## config.mk

```make
export PLATFORM = sky130hd
export DESIGN_NAME = icache_fifo
export DESIGN_NICKNAME = d
export VERILOG_FILES = /design/src/rtl/icache_cfg_pkg.sv /design/src/rtl/icache_fifo.sv
export SDC_FILE = /design/constraint.sdc
export NUM_CORES = 1
export LEC_CHECK = 0
export ABC_AREA = 1
export BUFFER_PORTS_ARGS = -buffer_cell sky130_fd_sc_hd__buf_4
export CELL_PAD_IN_SITES_DETAIL_PLACEMENT = 0
export CELL_PAD_IN_SITES_GLOBAL_PLACEMENT = 1
export CORE_MARGIN = 1.5
export CORE_UTILIZATION = 25
export CTS_CLUSTER_DIAMETER = 40
export CTS_CLUSTER_SIZE = 40
export DETAILED_ROUTE_END_ITERATION = 10
export PLACE_DENSITY_LB_ADDON = 0.08
export SYNTH_ARGS = -nofsm -noshare
export SYNTH_HDL_FRONTEND = slang
export SYNTH_SLANG_ARGS = --single-unit
export TNS_END_PERCENT = 100
```

## constraint.sdc

```tcl
create_clock -name clk -period 7.35 [get_ports clk]
set_input_delay 0 -clock clk [delete_from_list [all_inputs] [get_ports clk]]
set_output_delay 0 -clock clk [all_outputs]
set_load 0.1 [all_outputs]
```

## src/rtl/icache_cfg_pkg.sv

```systemverilog
package icache_cfg_pkg;

    typedef logic [31:0]  addr_t;
    typedef logic [63:0]  word_t;
    // word 0 sits in the low half
    typedef logic [127:0] line_t;
    // address bits 31:10
    typedef logic [21:0]  tag_t;
    // address bits 9:4
    typedef logic [5:0]   index_t;
    typedef logic [0:0]   way_t;
    typedef logic [1:0]   resp_t;

    localparam resp_t RESP_OKAY = 2'd0;
    localparam resp_t RESP_ERR  = 2'd3;

    localparam int NUM_WAYS = 2;
    localparam int NUM_SETS = 64;

    // inclusive cacheable window
    localparam addr_t CACHE_START = 32'h8000_0000;
    localparam addr_t CACHE_END   = 32'hBFFF_FFFF;

    // queues hold 7 of 8 slots
    localparam int QUEUE_DEPTH = 7;
    localparam int QUEUE_PTR_W = 3;
    typedef logic [QUEUE_PTR_W-1:0] qptr_t;

    typedef enum logic [2:0] {
        RF_IDLE,
        RF_WAIT_AR,
        RF_WAIT_BEAT0,
        RF_DRAIN_ERROR,
        RF_WAIT_BEAT1,
        RF_WRITE_LINE,
        RF_SEND
    } refill_state_t;

endpackage

```

## src/rtl/icache_fifo.sv

```systemverilog
module icache_fifo #(
    parameter int WIDTH = 32
) (
    input  logic             clk,
    input  logic             rst_n,
    input  logic             flush,
    input  logic             wr_en,
    input  logic [WIDTH-1:0] wr_data,
    input  logic             rd_en,
    output logic [WIDTH-1:0] rd_data,
    output logic             empty,
    output logic             full
);

    logic [WIDTH-1:0]      mem [2**icache_cfg_pkg::QUEUE_PTR_W];
    icache_cfg_pkg::qptr_t wr_ptr;
    icache_cfg_pkg::qptr_t rd_ptr;
    icache_cfg_pkg::qptr_t count;
    logic                  do_wr;
    logic                  do_rd;

    assign do_wr   = wr_en && !full;
    assign do_rd   = rd_en && !empty;
    assign empty   = (count == '0);
    assign full    = (count == icache_cfg_pkg::qptr_t'(icache_cfg_pkg::QUEUE_DEPTH));
    assign rd_data = mem[rd_ptr];

    // pointers wrap on their own
    always_ff @(posedge clk or negedge rst_n) begin
        if (!rst_n) begin
            wr_ptr <= '0;
            rd_ptr <= '0;
            count  <= '0;
        end else if (flush) begin
            wr_ptr <= '0;
            rd_ptr <= '0;
            count  <= '0;
        end else begin
            if (do_wr) begin
                wr_ptr <= wr_ptr + 1'b1;
            end
            if (do_rd) begin
                rd_ptr <= rd_ptr + 1'b1;
            end
            if (do_wr && !do_rd) begin
                count <= count + 1'b1;
            end else if (!do_wr && do_rd) begin
                count <= count - 1'b1;
            end
        end
    end

    always_ff @(posedge clk) begin
        if (do_wr) begin
            mem[wr_ptr] <= wr_data;
        end
    end

endmodule

```

* After elaboration in Yosys (flattened, before gate mapping) *
Memory sizes are Yosys's and may differ from the RTL's.
Cells that the tools add are included.

operators by class
  $add $sub $neg = 4
  equal/unequal tests = 1
  multiplexer cells = 9
  reduce and logical (&&, ||, !) cells = 12

operators with widths
  cell                 count
  $mux 3               7
  $add 3x1->3 const B  3
  $logic_and 1x1->1    4
  $logic_not 1->1      4
  $reduce_bool 2->1    2
  $eq 3x3->1 const B   1
  $logic_not 3->1      1
  $reduce_bool 3->1    1
  $sub 3x1->3 const B  1
  $mux 1               2

word-level totals
  flip-flop bits (word level) = 9
  memory bits (writable) = 256
  bits of input ports = 37
  output and inout port bits = 34
  memories kept = 1

memories
  name  depth  width  read ports  clocked after Yosys merged registers in  write ports  RTL line           RTL
  mem   8      32     1           0                                        1            icache_fifo.sv:15  logic [WIDTH-1:0] mem [2**icache_cfg_pkg::QUEUE_PTR_W];

* Logic depth before layout (Yosys ltp) *
  depth after elaboration = 8
  mapped depth = 11
  depth with buffers taken out = 11

* Least setup slack after synthesis *
OpenSTA, ideal clock, no wires.

  kind = register to register
  from = reg count[0]
  to = mem mem[1][0], enable pin
  library setup time = 421 ps
  arrival = 2179 ps
  required time = 6929 ps
  setup slack = 4750 ps
  stages on the path, launching flop included = 6
  path buffers = 0
  cells stage by stage = dfrtp_1 -> nand3_1 -> nand2_2 -> nor2_1 -> inv_2 -> nor2_1

on the way
  longest elaborated chain between the ends = 5

ends and longest elaborated chain
  what                          RTL line           RTL
  start, declared               icache_fifo.sv:18  icache_cfg_pkg::qptr_t count;
  start signal, assigned        icache_fifo.sv:46  count <= count + 1'b1;
  start signal, assigned        icache_fifo.sv:48  count <= count - 1'b1;
  $eq 3x3->1                    icache_fifo.sv:25  assign full = (count == icache_cfg_pkg::qptr_t'(icache_cfg_pkg::QUEUE_DEPTH));
  $logic_not 1->1               icache_fifo.sv:22  assign do_wr = wr_en && !full;
  $logic_and 1x1->1             icache_fifo.sv:22
  $mux 1                        icache_fifo.sv:54  if (do_wr) begin
  $mux 1 (not written as such)  icache_fifo.sv:55  mem[wr_ptr] <= wr_data;
  end, declared                 icache_fifo.sv:15

Every way passes these cells.

* Worst setup path after layout *
  from = reg rd_ptr[0]
  to = out rd_data[23]

on the way
  longest elaborated chain between the ends = 1

ends and longest elaborated chain
  what                    RTL line           RTL
  start, declared         icache_fifo.sv:17  icache_cfg_pkg::qptr_t rd_ptr;
  start signal, assigned  icache_fifo.sv:43  rd_ptr <= rd_ptr + 1'b1;
  $mem_v2 8x32            -
  end, declared           icache_fifo.sv:10  output logic [WIDTH-1:0] rd_data,

Every way passes these cells.

==> qor.csv <==
stage;metric;value;unit
placed_design;place_inst;1370;
synth;netlist.area_leader.share;0.736;
power;powerDensity;379;nW/um^2
drt;num_vias;6779;
synth;yosysTopAreaCell;edfxtp_1;
sta;slew_violations;0;
global_routing;antenna_found_initial;1;
job;maxCapViolCount;0;
worst_hold_path;holdPathStages;2;
worst_hold_path;min-delay-start;wr_data[26];
synth;synth_cells;804;
power;p_switching;1.80;mW
sta;hold_violations;0;
synth;ys_warn_count;0;
status;violations;DRC;
sta;slew_headroom;0.353;
clock_tree;clock_latency;540;ps
critical_path;reg2reg_depth;4;
sta;fin_setup_tns;0;ps
global_routing;grt_pass1_wl;42.5;mm
sta;clock.fmax;0.284;GHz
global_routing;grt_overflow_total;0;
placed_design;dpl_cell_area;11500;sq um
synth;ys_seq_elements;265;
critical_path;critPathMaxStageDelay;840;ps
clock_tree;cts_tree;built;
power;clkPwrFrac;0.387;
power;p_int;3.23;mW
die;fp.dieH;207;um
drt;via_per_inst;4.55;
die;start_util;0.255;
status;status;finished with violations;
drt;drtIter0Drc;261;
synth;syn_area;10400;sq um
power;p_sw_frac;0.357;
clock_tree;clk_pin_slew;50;ps
drt;drt-pass1-iter-count;7;
die;rows;74;
critical_path;crit_path_start_kind;flop;
cells_and_area;area_growth;27.3;%
die;ios;71;
clock_tree;postCtsSetupBuffers;0;
clock_tree;clock_path_buffers;3;
power;fin_total_pwr;5.03;mW
power;p_leak;4.66;nW
sta;rsz0062_at_grt;no;
critical_path;criticalPathCategory;flop to output pin;
synth;synth_area_leaders;edfxtp_1 74%, nor2_1 5.2%, o21ai_0 4.6%;
placed_design;port_buffers;70;
placed_design;gp_congestion;0.672;
cells_and_area;post_layout_nonfiller_instances;1490;
critical_path;rrSetupSlack;4910;ps
cells_and_area;final_cell_mix;256 x edfxtp_1, 137 x nor2_1, 116 x nand2_1;
power;power_frac_comb;0.262;
critical_path;path_cells;inv_4 > buf_4 > nor2_1 > o22ai_1 > nand2_1 > nand2_1 > buf_4;
sta;final.period_utilization;0.479;
die;core_area;41000;sq um
cells_and_area;layout_commonest_cell;edfxtp_1;
global_routing;grt_max_degree;87;
clock_tree;cts_max_level;2;
sta;finalClockSkew;12.8;ps
critical_path;startpoint;rd_ptr[0];
placed_design;dp_hpwl;13.5;mm
critical_path;critPathCaptureType;output pin;
critical_path;crit_path_max_fanout;86;
die;die_area;43000;sq um
synth;ys_types;23;
worst_hold_path;hold_class;input pin to flop;
cells_and_area;stdcell_area;13300;sq um
sta;setup_violations;0;
critical_path;slowest_stage;buf_4;
cells_and_area;layout.nets;962;
drt;drc;4;
critical_path;r2r-start;rd_ptr[0];
global_routing;grt_usage;0.132;
die;die_x;207;um
drt;wl;28.5;mm
synth;syn_nets;844;
cells_and_area;final_util;0.324;
sta;period_needed;3520;ps
clock_tree;cts_root_buf;clkbuf_16;
power;seq_power_share;0.351;
clock_tree;numCtsBuffers;44;
drt;wl_per_cell;19.1;um
global_routing;grt_pass1_vias;6857;
synth;yosysSeqAreaShare;0.757;
cells_and_area;drive_gt1_frac;0.181;
synth;synth_area_per_cell;13.0;sq um
critical_path;required;7350;ps
drt;drtAntennaViolNets;0;
critical_path;cp.arrival;3520;ps
power;ir_worst_vdd;0.000150;V
sta;worstMarginPinSlew;971;ps
clock_tree;cts.sinks;265;
-- routing by layer --
metal  track usage  vias to the layer above  share of wire  routed length (um)
li1              -                     3173              -                   -
met1         0.167                     3410           0.45               13000
met2         0.225                      141           0.48               13800
met3        0.0253                       55          0.036                1030
met4        0.0479                        0          0.027                 763
met5             0                        -              0                   0
-- path summary, 6_finish.rpt --
path	to
worst max register to register	rd_ptr[0]
min in group asynchronous	rd_ptr[0]
max in group asynchronous	rd_ptr[0]
worst min-delay path	mem[5][26]
worst max-delay path	rd_data[23]
worst min register to register	count[0]
-- power groups by stage --
stage	logic, mW	registers (mW)	clock network [mW]
6_report	1.32	1.77	1.95
2_1_floorplan	1.05	1.76	0
4_1_cts	1.34	1.77	2.00
5_1_grt	1.41	1.77	2.07
3_5_place_dp	1.32	1.80	0
3_3_place_gp	1.31	1.79	0
-- critical path: cells and delay by family, from the launching register on --
kind	cells	cell delay (ps)
buf+inv	3	1610
flops	1	740
simple gates	3	320
compound gates	1	270
-- Yosys cell counts --
cell type  instances
edfxtp_1         256
xnor2_1            1
o21ai_0           95
buf_8              1
buf_6             12
buf_1              2
inv_2              7
o22ai_1           64
nand4_1            3
ha_1               2
clkbuf_1          16
nor2_1           145
dfrtp_1            9
inv_4              1
buf_2             18
nor3_1             2
fa_1               1
nand2_2            1
a211oi_1           1
inv_1              9
nand3_1            6
o21ai_1           36
nand2_1          116
-- state kept, by name (all words and copies together) (netlist names) --
name / flops
wr_ptr: 3
count: 3
mem: 256
rd_ptr: 3
-- what timing repair did --
action,in CTS,in global routing
endpoints found under the hold margin,274,0
resized for setup,0,0
hold buffers,38,0
setup endpoints to repair,0,0
-- metrics by stage --
step | worst slack [ps] | hold slack [ps]
floorplan | 4750 | -296
global placement | 4340 | -164
detailed placement | 4340 | -161
CTS | 3760 | 219
global route | 3530 | 238
finish | 3830 | 246
-- layout make-up --
| cell class | instances | area, sq um |
|---|---|---|
| antenna | 1 | 2.50 |
| clock buffer | 49 | 1140 |
| clock inverter | 32 | 277 |
| fill | 4089 | 27700 |
| inverter | 17 | 66.3 |
| multi-input combinational | 473 | 2220 |
| sequential | 265 | 7920 |
| tap | 532 | 666 |
| timing repair buffer | 121 | 1000 |
-- logic make-up after synthesis --
family          Yosys count  synth area share
buf+inv                  66            0.0358
flops                   265             0.757
fa+ha+maj                 3           0.00431
simple gates            273             0.100
compound gates          196             0.102
xor+xnor                  1          0.000838
(Power assumes the default switching activity.)
