--- src/rtl/icache_cfg_pkg.sv ---
package icache_cfg_pkg;

    typedef logic [31:0]  addr_t;
    typedef logic [63:0]  word_t;
    // word 0 sits in the low half
    typedef logic [127:0] line_t;
    // address bits 31:10
    typedef logic [21:0]  tag_t;
    // address bits 9:4
    typedef logic [5:0]   index_t;
    typedef logic [0:0]   way_t;
    typedef logic [1:0]   resp_t;

    localparam resp_t RESP_OKAY = 2'd0;
    localparam resp_t RESP_ERR  = 2'd3;

    localparam int NUM_WAYS = 2;
    localparam int NUM_SETS = 64;

    // inclusive cacheable window
    localparam addr_t CACHE_START = 32'h8000_0000;
    localparam addr_t CACHE_END   = 32'hBFFF_FFFF;

    // queues hold 7 of 8 slots
    localparam int QUEUE_DEPTH = 7;
    localparam int QUEUE_PTR_W = 3;
    typedef logic [QUEUE_PTR_W-1:0] qptr_t;

    typedef enum logic [2:0] {
        RF_IDLE,
        RF_WAIT_AR,
        RF_WAIT_BEAT0,
        RF_DRAIN_ERROR,
        RF_WAIT_BEAT1,
        RF_WRITE_LINE,
        RF_SEND
    } refill_state_t;

endpackage

--- src/rtl/icache_bus_pkg.sv ---
package icache_bus_pkg;

    // one read beat from memory
    typedef struct packed {
        icache_cfg_pkg::word_t data;
        icache_cfg_pkg::resp_t resp;
        logic                  last;
        logic [3:0]            id;
    } mem_beat_t;

    // 66 bits towards the fetch unit
    typedef struct packed {
        icache_cfg_pkg::resp_t resp;
        icache_cfg_pkg::word_t data;
    } fetch_rsp_t;

    localparam logic [3:0] CACHE_ID    = 4'd3;
    localparam int         BURST_BEATS = 2;

    // fixed burst shape seen by memory
    // len is beats minus one
    localparam logic [7:0] BURST_LEN   = 8'(BURST_BEATS - 1);
    // 8 bytes per beat
    localparam logic [2:0] BURST_SIZE  = 3'd3;
    // incrementing burst
    localparam logic [1:0] BURST_INCR  = 2'd1;

endpackage

--- src/rtl/icache_refill.sv ---
module icache_refill (
    input  logic                       clk,
    input  logic                       rst_n,
    input  logic                       flush,
    input  logic                       lookup_valid,
    input  icache_cfg_pkg::addr_t      lookup_addr,
    input  logic                       hit,
    input  logic                       rsp_room,
    output logic                       mem_arvalid,
    input  logic                       mem_arready,
    output icache_cfg_pkg::addr_t      mem_araddr,
    input  logic                       mem_rvalid,
    input  icache_bus_pkg::mem_beat_t  mem_beat,
    output logic                       line_wen,
    output icache_cfg_pkg::addr_t      line_addr,
    output icache_cfg_pkg::line_t      line_data,
    output logic                       refill_rsp_valid,
    output icache_bus_pkg::fetch_rsp_t refill_rsp,
    output logic                       busy
);

    icache_cfg_pkg::refill_state_t state;
    icache_cfg_pkg::addr_t         miss_addr;
    icache_cfg_pkg::line_t         line_q;
    icache_cfg_pkg::resp_t         rsp_code;
    logic                          miss;
    logic                          beat_ok;
    logic                          beat_err;
    logic                          cacheable;

    assign miss      = (state == icache_cfg_pkg::RF_IDLE) && lookup_valid && !hit;
    // beats carrying another id are dropped
    assign beat_ok   = mem_rvalid && (mem_beat.id == icache_bus_pkg::CACHE_ID);
    assign beat_err  = (mem_beat.resp != icache_cfg_pkg::RESP_OKAY);
    assign cacheable = (miss_addr >= icache_cfg_pkg::CACHE_START) &&
                       (miss_addr <= icache_cfg_pkg::CACHE_END);

    always_ff @(posedge clk or negedge rst_n) begin
        if (!rst_n) begin
            state    <= icache_cfg_pkg::RF_IDLE;
            rsp_code <= icache_cfg_pkg::RESP_OKAY;
        end else if (flush) begin
            state <= icache_cfg_pkg::RF_IDLE;
        end else begin
            case (state)
                icache_cfg_pkg::RF_IDLE: begin
                    if (miss) begin
                        state <= icache_cfg_pkg::RF_WAIT_AR;
                    end
                end
                icache_cfg_pkg::RF_WAIT_AR: begin
                    if (mem_arready) begin
                        state <= icache_cfg_pkg::RF_WAIT_BEAT0;
                    end
                end
                icache_cfg_pkg::RF_WAIT_BEAT0: begin
                    // an error or a short burst both fail the line
                    if (beat_ok && (beat_err || mem_beat.last)) begin
                        rsp_code <= icache_cfg_pkg::RESP_ERR;
                        state    <= mem_beat.last ? icache_cfg_pkg::RF_SEND
                                                  : icache_cfg_pkg::RF_DRAIN_ERROR;
                    end else if (beat_ok) begin
                        state <= icache_cfg_pkg::RF_WAIT_BEAT1;
                    end
                end
                icache_cfg_pkg::RF_DRAIN_ERROR: begin
                    if (beat_ok && mem_beat.last) begin
                        state <= icache_cfg_pkg::RF_SEND;
                    end
                end
                icache_cfg_pkg::RF_WAIT_BEAT1: begin
                    if (beat_ok && !mem_beat.last) begin
                        rsp_code <= icache_cfg_pkg::RESP_ERR;
                        state    <= icache_cfg_pkg::RF_DRAIN_ERROR;
                    end else if (beat_ok && beat_err) begin
                        rsp_code <= icache_cfg_pkg::RESP_ERR;
                        state    <= icache_cfg_pkg::RF_SEND;
                    end else if (beat_ok) begin
                        rsp_code <= icache_cfg_pkg::RESP_OKAY;
                        state    <= cacheable ? icache_cfg_pkg::RF_WRITE_LINE
                                              : icache_cfg_pkg::RF_SEND;
                    end
                end
                icache_cfg_pkg::RF_WRITE_LINE: begin
                    state <= icache_cfg_pkg::RF_SEND;
                end
                icache_cfg_pkg::RF_SEND: begin
                    if (rsp_room) begin
                        state <= icache_cfg_pkg::RF_IDLE;
                    end
                end
                default: begin
                    state <= icache_cfg_pkg::RF_IDLE;
                end
            endcase
        end
    end

    always_ff @(posedge clk) begin
        if (miss) begin
            miss_addr <= lookup_addr;
        end
        if (beat_ok && (state == icache_cfg_pkg::RF_WAIT_BEAT0)) begin
            line_q[63:0] <= mem_beat.data;
        end
        if (beat_ok && (state == icache_cfg_pkg::RF_WAIT_BEAT1)) begin
            line_q[127:64] <= mem_beat.data;
        end
    end

    assign busy             = (state != icache_cfg_pkg::RF_IDLE);
    assign mem_arvalid      = (state == icache_cfg_pkg::RF_WAIT_AR);
    assign mem_araddr       = {miss_addr[31:4], 4'h0};
    assign line_wen         = (state == icache_cfg_pkg::RF_WRITE_LINE);
    assign line_addr        = miss_addr;
    assign line_data        = line_q;
    assign refill_rsp_valid = (state == icache_cfg_pkg::RF_SEND);
    assign refill_rsp.resp  = rsp_code;
    assign refill_rsp.data  = miss_addr[3] ? line_q[127:64] : line_q[63:0];

endmodule

--- config.mk ---
export PLATFORM = sky130hd
export DESIGN_NAME = icache_refill
export DESIGN_NICKNAME = d
export VERILOG_FILES = /design/src/rtl/icache_cfg_pkg.sv /design/src/rtl/icache_bus_pkg.sv /design/src/rtl/icache_refill.sv
export SDC_FILE = /design/constraint.sdc
export NUM_CORES = 1
export LEC_CHECK = 0
export BUFFER_PORTS_ARGS = -buffer_cell sky130_fd_sc_hd__buf_2
export CAP_MARGIN = 25
export CORE_AREA = 2 2 147 149
export CTS_BUF_LIST = sky130_fd_sc_hd__clkbuf_8
export DETAILED_ROUTE_END_ITERATION = 8
export DIE_AREA = 0 0 149 151
export MAX_ROUTING_LAYER = met4
export PLACE_DENSITY = 0.64
export SYNTH_ARGS = -nofsm -noshare
export SYNTH_HDL_FRONTEND = slang
export SYNTH_SLANG_ARGS = --single-unit
export TNS_END_PERCENT = 1
--- constraint.sdc ---
create_clock -name clk -period 18.24 [get_ports clk]
set_clock_uncertainty 0.2 [all_clocks]
set_input_delay 2.736 -clock clk [delete_from_list [all_inputs] [get_ports clk]]
set_output_delay 2.736 -clock clk [all_outputs]
set_load 0.01 [all_outputs]
# Word level (Yosys, flattened, before mapping)
# Index checks and enable logic that the tools add are counted.
totals:
  register_bits: 165
  out_inout_bits: 262
  wordCells: 61
op_classes:
  magnitude_cmp: 2
  n_eq_ne: 15
  mux: 19
  bitwise: 1
  reduce_logical: 19
ops:
  columns: ["cell", "n"]
  rows:
  - ["$mux 64", 1]
  - ["$mux 3", 11]
  - ["$ge 32x32->1 const B", 1]
  - ["$le 32x32->1 const B", 1]
  - ["$pmux 3 s7", 1]
  - ["$logic_and 1x1->1", 10]
  - ["$mux 2", 5]
  - ["$eq 3x3->1 const B", 3]
  - ["$ne 3x3->1 const B", 3]
  - ["$ne 4x4->1 const B", 2]
  - ["$eq 3x2->1 const B", 2]
  - ["$reduce_and 6->1", 1]
  - ["$ne 5x5->1 const B", 1]
  - ["$eq 4x2->1 const B", 1]
  - ["$pmux 2 s2", 1]
  - ["$reduce_and 4->1", 1]
  - ["$reduce_bool 2->1", 2]
  - ["$eq 3x1->1 const B", 1]
  - ["$logic_not 3->1", 1]
  - ["$ne 3x2->1 const B", 1]
  - ["$reduce_bool 3->1", 1]
  - ["$logic_not 1->1", 2]
  - ["$ne 2x2->1 const B", 1]
  - ["$logic_or 1x1->1", 1]
  - ["$not 1->1", 1]

# Depth between registers and ports, before layout
# Gate-level depths: netlist of run 1.
logic_depth:
  ltp_word: 8
  depth_mapped: 6
  ltp_nobuf: 5

# Worst setup path before layout of run 1
# No wires, ideal clock.
synth_timing:
  path_type: "input to register"
  start: "input port mem_beat[3] (netlist bit)"
  end: "register line_q[0] (netlist: line_data[0]), enable pin"
  t_arrival_ps: 7777
  t_required_ps: 17462
  path_slack_ps: 9685
  cell_stages: 3
  path_buffers: 0
  path_cell_list: "nor2_1 -> nand4_1 -> nor3b_1"
synth_between:
  elab_chain_len: 3
synth_lines:
  columns: ["element", "line_no", "rtl"]
  rows:
  - ["start: declaration", "icache_refill.sv:13", "input icache_bus_pkg::mem_beat_t mem_beat,"]
  - ["$eq 4x2->1", "icache_refill.sv:33", "assign beat_ok = mem_rvalid && (mem_beat.id == icache_bus_pkg::CACHE_ID);"]
  - ["$logic_and 1x1->1", "icache_refill.sv:33", null]
  - ["$logic_and 1x1->1", "icache_refill.sv:103", "if (beat_ok && (state == icache_cfg_pkg::RF_WAIT_BEAT0)) begin"]
  - ["end signal: assignment", "icache_refill.sv:104", "line_q[63:0] <= mem_beat.data;"]
  - ["end: declaration", "icache_refill.sv:24", "icache_cfg_pkg::line_t line_q;"]
# Every way passes these cells.
# A chain may end at the register's enable or synchronous reset.

==> impl_metrics.csv, run 1 <==
group,metric,value,unit
place,dp_worst_setup_slack,13000,ps
global_routing,antenna_found_initial,2,
drt,routedWlPerCell,16.64,um
drt,ant_nets,0,
clock_tree,numCtsBuffers,17,
place,gp_congestion,0.8066,
global_routing,grt_pass1_wl,22400,um
floorplanning,coreArea,20820,um2
run_status,status,"completed",
worst_setup_path,path_max_fanout,44,
floorplanning,die_area,22500,um2
place,port-buffer-count,368,
floorplanning,rows,53,
layout,finalNonFillerCells,972,
logic_synthesis,ys_async_sr_fraction,0.02439,
flow_run,cap_violations,0,
logic_synthesis,ys_seq_area_frac,0.7817,
logic_synthesis,synth_cells,330,
worst_setup_path,arrival,2690,ps
clock_tree,htreeDepth,4,
sta,maxSlewViolCount,0,
sta,max_freq,0.1778,GHz
layout,fillerInstances,1929,
worst_setup_path,cpPeakStageDelay,1000,ps
drt,drt-total-wl,16180,um
sta,rsz0062_at_grt,"no",
logic_synthesis,ys_seq_elements,164,
logic_synthesis,ys_warn_count,0,
sta,final-setup-viol-count,0,
pwr,sw_frac_of_total,0.2663,
layout,fin_util,0.4149,
drt,vias,4186,
sta,period_share,0.3083,
layout,area_delta_synth_final,37.67,%
drt,drc,0,
logic_synthesis,syn_area,6275,um2
logic_synthesis,synth_area_per_cell,19.01,um2
drt,vias_per_cell,4.307,
clock_tree,ctsResizeCount,0,
pwr,power.density,93.87,nW/um2
global_routing,grt_start_max_net_pins,65,
pwr,combPwrFrac,0.133,
worst_setup_path,cp_num_buf_inv,2,
pwr,p_int,0.5949,mW
floorplanning,die_w,149,um
sta,finalWorstSetupSlack,12620,ps
global_routing,track_usage,0.1394,
clock_tree,cts.clk_slew.worst_paths,100,ps
layout,drive_gt1_frac,0.6849,
sta,relSlewSlack,0.3447,
global_routing,gr-total-overflow,0,
pwr,pwr-share-seq,0.546,
clock_tree,cts_tree,"built",
clock_tree,root_buffer,"clkbuf_8",
drt,drt_first_pass_iters,4,
sta,hold_viol,0,
logic_synthesis,synth.distinct_cells,36,
sta,whs,385.8,ps
pwr,power.leakage,3.566,nW
drt,drtIter0Drc,141,
clock_tree,clock_path_buffers,2,
pwr,p_sw,0.2159,mW
sta,tightest_slew,982.9,ps
worst_setup_path,worstSetupStartpointType,"flop",
worst_setup_path,cp_top_family,"flip-flops",
hold_path,hold_path.class,"reg -> reg",
pwr,ir_worst_vdd,36.89,uV
global_routing,grt_pass1_vias,4004,
clock_tree,postCtsSetupBuffers,0,
worst_setup_path,endpoint_kind,"primary output",
worst_setup_path,path_cells,"buf_4 > mux2_2 > buf_2",
worst_setup_path,cp_slowest_cell,"edfxtp_1",
place,dp_hpwl,12160,um
logic_synthesis,synth_enable_flop_cells,160,
floorplanning,fp.dieH,151,um
place,placed_cells,938,
clock_tree,cts_hold_buf,0,
floorplanning,io-pin-count,373,
clock_tree,clk_latency,440,ps
layout,fin_nets,793,
worst_setup_path,path_class,"reg -> out",
clock_tree,cts.sinks,164,
worst_setup_path,required,15300,ps
logic_synthesis,ys.flop_type,"edfxtp_1",
pwr,clock_power_share,0.321,
sta,min_period,5624,ps
floorplanning,initial_core_util,0.3013,
sta,fin_setup_tns,0,ps
==> power by group through the flow <==
stage                     logic, mW  clock network (mW)  registers, mW
final                         0.108               0.260          0.443
after global routing          0.118               0.286          0.445
after CTS                     0.110               0.270          0.443
after detailed placement      0.109                   0          0.451
after global placement        0.108                   0          0.451
after floorplan              0.0725                   0          0.449
==> cells in the mapped netlist (all sizes together) (2+ instances only) <==
cell	number	area [um2]
buf	36	271.5
o31ai	3	22.52
o21ai	2	10.01
nor2	10	37.54
edfxtp	160	4805
dfrtp	4	100.1
mux2	64	720.7
nand2b	3	21.27
clkbuf	7	26.28
or3	3	23.77
a22oi	2	15.01
a21oi	7	38.79
nor2b	5	31.28
nand2	7	26.28
==> per-stage QoR <==
stage | cell area [um2] | power, mW
after floorplan | 6286 | 0.5216
after global placement | 8227 | 0.5592
after detailed placement | 8227 | 0.5608
after CTS | 8633 | 0.8230
after global routing | 8638 | 0.8489
final | 8638 | 0.8109
==> placed cells by master (no fill, tap or decap), types with 2 or more instances in the layout <==
master and instances:
clkinv_4 2, clkinv_8 3, a22oi_1 2, mux2_2 64, nand2b_1 2, edfxtp_1 160
inv_8 2, clkinvlp_4 2, nor2_1 8, inv_6 4, o21ai_0 2, diode_2 2
clkbuf_8 17, nand2_1 7, o31ai_1 3, dfrtp_1 4, conb_1 4, buf_4 5
nor2b_1 5, a21oi_1 6, buf_2 368, or3_1 2
==> cell families (layout without fill, tap and decap cells) <==
| kind of cell | Yosys count | count (layout) | synth area share |
|---|---|---|---|
| AO/OA/AOI/OAI | 20 | 20 | 0.02154 |
| buffers and inverters | 43 | 405 | 0.04746 |
| flip-flops | 164 | 164 | 0.7817 |
| multiplexers | 64 | 64 | 0.1149 |
| other | 1 | 6 | 0.0005976 |
| AND/OR/NAND/NOR | 38 | 38 | 0.03390 |
==> final timing paths <==
check,endpoint,slack (ps),startpoint,depth (start not counted)
max in group asynchronous,state[1]$_DFFE_PN0P_,15830,rst_n,1
min in group asynchronous,rsp_code[0]$_DFFE_PN0P_,1880,rst_n,1
hold / removal,rsp_code[0]$_DFFE_PN0P_,390,rsp_code[0]$_DFFE_PN0P_,2
hold reg to reg,rsp_code[0]$_DFFE_PN0P_,390,rsp_code[0]$_DFFE_PN0P_,2
setup / recovery,refill_rsp[59],12620,line_addr[3]$_DFFE_PP_,3
setup reg to reg,line_data[90]$_DFFE_PP_,15880,state[1]$_DFFE_PN0P_,4
==> metal layers <==
metal | global-route usage | up-vias | share of wire
met5 | - | - | 0
met4 | 0.07095 | 0 | 0.030
met3 | 0.04036 | 22 | 0.071
met2 | 0.2242 | 195 | 0.50
met1 | 0.1598 | 2021 | 0.40
li1 | - | 1948 | -
==> worst min-delay path, cell delays in order (launching register included) <==
cell and delay, ps:
dfrtp_1 380, nor2_1 60, a21oi_1 110
==> registers in the layout (all words and copies together) (netlist names) <==
name	cells
state	3
rsp_code	1
line_data	128
line_addr	32
==> area by class of cell <==
cell class	instances	area [um2]	share of cell area
sequential	164	4905	0.5678
multi-input combinational	126	1099	0.1272
tap	275	344.1	0.03983
clock inverter	15	172.7	0.01999
clock buffer	17	234.0	0.02709
antenna	2	5.005	0.0005794
timing repair buffer	373	1879	0.2176
Power figures use the tool's default switching activity.
==> run 2, diff against run 1 <==
ABC_AREA = 1   (was not set)
PLACE_DENSITY = 0.66   (was 0.64)
clock period = 4.5 ns   (was 18.24 ns; I/O delays follow)
==> run 2 against run 1 <==
Effect of this change: sequential cell count did not move; non-clock buffer count did not move; sequential power rose to 4.0 times the previous value; global-route usage rose by 0.43 points; clock power rose to 4.0 times the previous value; first-iteration DRC count rose by 1.4%; area after synthesis barely moved; combinational power rose to 3.7 times the previous value; synthesized cell count rose by 6.7%; cell count rose by 2.6%; critical path type unchanged.
==> impl_metrics.csv, run 2 <==
group,metric,value,unit
worst_setup_path,critPathCapture,"refill_rsp[4]",
place,dp_hpwl,12780,um
logic_synthesis,ys_seq_area_frac,0.7815,
flow_run,cap_violations,0,
pwr,power.total,3.199,mW
layout,fillerInstances,1935,
sta,max_freq,0.3564,GHz
logic_synthesis,ys.flop_type,"edfxtp_1",
worst_setup_path,r2r_slack,2060,ps
floorplanning,io-pin-count,373,
hold_path,hold_path.class,"in -> reg",
drt,drc,0,
global_routing,gr-total-overflow,0,
global_routing,grt_pass1_vias,3973,
logic_synthesis,synth_top_area_share,0.7656,
layout,largest_reg_flops,128,
layout,regArea,4905,um2
sta,rsz0062_at_grt,"no",
logic_synthesis,synth_cells,352,
logic_synthesis,ys_seq_elements,164,
sta,hold_viol,0,
worst_setup_path,cp_slowest_cell,"edfxtp_1",
run_status,status,"completed",
global_routing,antenna_found_initial,3,
sta,min_period,2806,ps
worst_setup_path,arrival,1930,ps
global_routing,track_usage,0.1437,
pwr,power.density,369.3,nW/um2
floorplanning,die_area,22500,um2
worst_setup_path,cpPeakStageDelay,530,ps
logic_synthesis,syn_area,6276,um2
pwr,power.leakage,3.650,nW
sta,fin_setup_tns,0,ps
layout,drive_gt1_frac,0.6653,
sta,period_share,0.6234,
logic_synthesis,synth_area_per_cell,17.83,um2
clock_tree,cts_tree,"built",
worst_setup_path,path_max_fanout,62,
place,port-buffer-count,368,
worst_setup_path,path_class,"reg -> out",
floorplanning,fp.dieH,151,um
logic_synthesis,synth.distinct_cells,20,
drt,drt_first_pass_iters,4,
logic_synthesis,ys_async_sr_fraction,0.02439,
place,gp_congestion,0.8775,
worst_setup_path,worstSetupStartpointType,"flop",
sta,final-setup-viol-count,0,
logic_synthesis,synth_enable_flop_cells,160,
worst_setup_path,ff2ff_path_depth,6,
sta,tightest_slew,917.6,ps
drt,vias,4226,
worst_setup_path,required,3620,ps
floorplanning,die_w,149,um
worst_setup_path,reg2reg_to,"line_data[31]$_DFFE_PP_",
clock_tree,numCtsBuffers,17,
clock_tree,root_buffer,"clkbuf_8",
drt,ant_nets,0,
worst_setup_path,cp_num_buf_inv,2,
drt,vias_per_cell,4.239,
clock_tree,cts.clk_slew.worst_paths,110,ps
logic_synthesis,ys_warn_count,0,
pwr,ir_worst_vdd,193.6,uV
clock_tree,clk_latency,440,ps
clock_tree,cts.sinks,164,
worst_setup_path,cp_top_family,"flip-flops",
logic_synthesis,synthTopCellsByCount,"160 x edfxtp_1, 64 x mux2_2, 33 x buf_4",
layout,fin_nets,818,
clock_tree,postCtsSetupBuffers,0,
worst_setup_path,endpoint_kind,"primary output",
clock_tree,clock_path_buffers,2,
logic_synthesis,synth_area_leader_cell,"edfxtp_1",
clock_tree,cts_hold_buf,1,
layout,mostFrequentLayoutCells,"368 x buf_2, 160 x edfxtp_1, 64 x mux2_2, 27 x nand2_1, 17 x clkbuf_8",
global_routing,grt_start_max_net_pins,65,
layout,fin_util,0.4161,
sta,maxSlewViolCount,0,
floorplanning,coreArea,20820,um2
drt,routedWlPerCell,16.79,um
layout,area_delta_synth_final,38.04,%
worst_setup_path,path_cells,"buf_12 > mux2_2 > buf_2",
layout,multi_input_area,1057,um2
logic_synthesis,synth.area.top_cells,"edfxtp_1 77%, mux2_2 11%, buf_4 3.9%",
global_routing,grt_pass1_wl,22860,um
clock_tree,htreeDepth,4,
worst_setup_path,cp-startpoint,"line_addr[3]$_DFFE_PP_",
drt,drtIter0Drc,143,
worst_setup_path,r2r_start,"state[2]$_DFFE_PN0P_",
logic_synthesis,yosys.cell_count.top_type,"edfxtp_1",
layout,final_common_cell,"buf_2",
drt,drt-total-wl,16740,um
worst_setup_path,cp_num_cells,3,
sta,relSlewSlack,0.3883,
floorplanning,initial_core_util,0.3014,
floorplanning,rows,53,
clock_tree,ctsResizeCount,0,
[run 2: cell types whose count changed in the layout (fill, tap and decap cells not counted), sizes merged, moves of 2 or more]
| cell | before | now |
|---|---|---|
| a21oi | 7 | 1 |
| clkinvlp | 2 | 4 |
| a22oi | 2 | 0 |
| inv | 7 | 22 |
| nand2 | 7 | 28 |
| nand3 | 1 | 14 |
| nor2 | 10 | 19 |
| nor2b | 5 | 0 |
| nand2b | 3 | 0 |
| o31ai | 3 | 0 |
| or3 | 3 | 0 |
[run 2: metrics by stage]
step / cells / hold slack (ps) / area, um2 / setup WS [ps]
after global placement: 962 / 287.2 / 8263 / 1766
after global routing: 997 / 139.5 / 8663 / 1590
final: 997 / 189.3 / 8663 / 1694
after floorplan: 355 / 179.4 / 6287 / 88.36
after CTS: 995 / 155.2 / 8658 / 1633
after detailed placement: 962 / 286.7 / 8263 / 1727
[run 2: worst min-delay path by stage]
| stage | startpoint | end | depth (start not counted) | slack, ps |
|---|---|---|---|---|
| floorplan | rst_n | rsp_code[0]$_DFFE_PN0P_ | 0 | 180 |
| CTS | lookup_addr[21] | line_addr[21]$_DFFE_PP_ | 1 | 160 |
| finish | lookup_addr[12] | line_addr[12]$_DFFE_PP_ | 1 | 190 |
| detailed placement | rst_n | rsp_code[0]$_DFFE_PN0P_ | 1 | 290 |
| global placement | rst_n | rsp_code[0]$_DFFE_PN0P_ | 1 | 290 |
| global route | lookup_addr[4] | line_addr[4]$_DFFE_PP_ | 1 | 140 |
[run 2: per-layer routing]
metal | global-route usage | up-vias | routed length [um]
li1 | - | 1980 | -
met1 | 0.1580 | 1972 | 6320
met2 | 0.2472 | 261 | 8622
met3 | 0.04789 | 13 | 1570
met4 | 0.04619 | 0 | 223
met5 | - | - | 0
[run 2: layout make-up]
cell class / instances / area share
sequential: 164 / 0.5661
antenna: 2 / 0.0005777
clock buffer: 17 / 0.02701
timing repair buffer: 373 / 0.2201
multi-input combinational: 135 / 0.1220
inverter: 16 / 0.006932
tap: 275 / 0.03972
clock inverter: 15 / 0.01748
[run 2: cell families (layout without fill, tap and decap cells)]
family,Yosys count,after routing,share of synthesized area
other cells,1,6,0.0005975
simple gates,63,63,0.04466
buf+inv,56,421,0.05463
compound gates,4,4,0.003786
flops,164,164,0.7815
mux,64,64,0.1148
[run 2: power by group]
group / internal [mW] / total [mW] / switching (mW)
Sequential: 1.73 / 1.76 / 0.0317
Clock: 0.452 / 1.04 / 0.585
Combinational: 0.175 / 0.402 / 0.227
Total: 2.36 / 3.20 / 0.843
==> run 3, diff against run 2 <==
clock period = 2.3 ns   (was 4.5 ns; I/O delays follow)
==> run 3 against run 2 <==
Effect of this change: global-route usage is 0.39 points higher; sequential share of layout area is 5.9 points lower; register-to-register slack worse by 1700 ps; largest power group unchanged; via count is 11% higher; largest cell class unchanged; combinational power is 140% higher; utilization is 4.9 points higher; power is 97% higher.
==> impl_metrics.csv, run 3 (synthesis results as in run 2) <==
group,metric,value,unit
sta,hold_viol,0,
sta,maxSlewViolCount,0,
worst_setup_path,arrival,1660,ps
sta,finalWorstSetupSlack,94.35,ps
layout,area_delta_synth_final,54.17,%
place,dp_hpwl,12450,um
drt,routedWlPerCell,15.72,um
drt,vias,4705,
worst_setup_path,path_max_fanout,25,
pwr,power.density,652.1,nW/um2
clock_tree,root_buffer,"clkbuf_8",
place,dp_worst_setup_slack,328.7,ps
worst_setup_path,endpoint_kind,"primary output",
global_routing,antenna_found_initial,0,
place,dpl_cell_area,8315,um2
drt,drtIter0Drc,197,
drt,drt_first_pass_iters,4,
global_routing,gr-total-overflow,0,
layout,diodes,0,
worst_setup_path,cp_slowest_cell,"edfxtp_1",
place,port-buffer-count,368,
floorplanning,die_w,149,um
clock_tree,cts_tree,"built",
place,gp_congestion,0.8559,
sta,min_period,2206,ps
drt,drc,0,
layout,fin_util,0.4647,
floorplanning,fp.dieH,151,um
sta,whs,49.91,ps
worst_setup_path,worstSetupStartpointType,"flop",
drt,ant_nets,0,
hold_path,hold_path.class,"in -> reg",
clock_tree,cts.clk_slew.worst_paths,80,ps
clock_tree,cts.sinks,164,
pwr,power.leakage,4.077,nW
worst_setup_path,cp_top_family,"flip-flops",
layout,mostFrequentLayoutCells,"368 x buf_2, 160 x edfxtp_1, 99 x dlygate4sd3_1, 64 x mux2_2, 27 x nand2_1",
drt,drt-total-wl,17230,um
layout,fin_area,9676,um2
global_routing,grt_start_max_net_pins,55,
global_routing,grt_use_met1,0.1554,
global_routing,grt_pass1_vias,4567,
sta,period_share,0.9590,
global_routing,grt_busiest_layer,"met2",
layout,fin_nets,919,
sta,rsz0062_at_grt,"yes",
layout,final_common_cell,"buf_2",
global_routing,grt_pass1_wl,24140,um
layout,drive_gt1_frac,0.5847,
layout,largest_reg_flops,128,
worst_setup_path,path_class,"reg -> out",
run_status,status,"completed",
drt,vias_per_cell,4.293,
clock_tree,clock_path_buffers,2,
flow_run,cap_violations,0,
worst_setup_path,path_cells,"buf_6 > mux2_2 > buf_2",
floorplanning,die_area,22500,um2
worst_setup_path,cp_num_buf_inv,2,
sta,final-setup-viol-count,0,
floorplanning,io-pin-count,373,
worst_setup_path,cpPeakStageDelay,420,ps
global_routing,gr-usage-met3,0.03494,
clock_tree,clk_latency,430,ps
floorplanning,initial_core_util,0.3014,
sta,max_freq,0.4534,GHz
worst_setup_path,required,1750,ps
pwr,power.total,6.309,mW
pwr,ir_worst_vdd,288.6,uV
floorplanning,coreArea,20820,um2
global_routing,track_usage,0.1476,
global_routing,grt_use_met2,0.2657,
clock_tree,numCtsBuffers,17,
floorplanning,rows,53,
clock_tree,htreeDepth,4,
-- run 3: worst min-delay path, delay by kind of cell --
family | cells | cell delay, ps
AO/OA/AOI/OAI | 2 | 110
buffers and inverters | 1 | 110
AND/OR/NAND/NOR | 1 | 70
-- run 3: layout make-up --
type	instances	area [um2]
Clock inverter	15	131.4
Tap cell	275	344.1
Multi-Input combinational cell	135	1062
Inverter	16	60.06
Sequential cell	164	4905
Timing Repair Buffer	474	2939
Clock buffer	17	234.0
Fill cell	1838	11150
-- run 3: routing by layer --
layer / vias up / wire [um]
li1: 2176 / -
met2: 272 / 9029
met1: 2227 / 6458
met4: 0 / 499
met3: 30 / 1247
met5: - / 0
-- run 3: per-stage QoR --
stage               TNS (ps)  cells
floorplan             -15170    355
global placement           0    965
detailed placement         0    965
CTS                        0   1096
global route          -42.45   1096
finish                     0   1096
-- run 3: repair_timing --
action                                  4_1_cts  5_1_grt
gates resized for setup                       1        0
endpoints found under the setup margin       25       10
buffers inserted                              0        0
gates cloned                                  0        0
endpoints found under the hold margin       164        0
hold buffers                                 99        0
-- run 3: report_power, final --
part | leakage [nW] | switching (mW) | internal (mW)
registers | 1.50 | 0.0651 | 3.38
logic | 2.40 | 0.481 | 0.465
clock network | 0.181 | 1.06 | 0.861
total | 4.08 | 1.60 | 4.71
-- run 3: path summary, 6_finish.rpt --
path | startpoint | endpoint | slack [ps] | cells past startpoint
hold reg to reg | rsp_code[0]$_DFFE_PN0P_ | rsp_code[0]$_DFFE_PN0P_ | 390 | 2
hold / removal | flush | rsp_code[0]$_DFFE_PN0P_ | 50 | 4
setup / recovery | line_addr[3]$_DFFE_PP_ | refill_rsp[19] | 90 | 3
setup reg to reg | state[2]$_DFFE_PN0P_ | line_data[34]$_DFFE_PP_ | 320 | 6
min in group asynchronous | rst_n | rsp_code[0]$_DFFE_PN0P_ | 540 | 3
max in group asynchronous | rst_n | state[1]$_DFFE_PN0P_ | 600 | 4
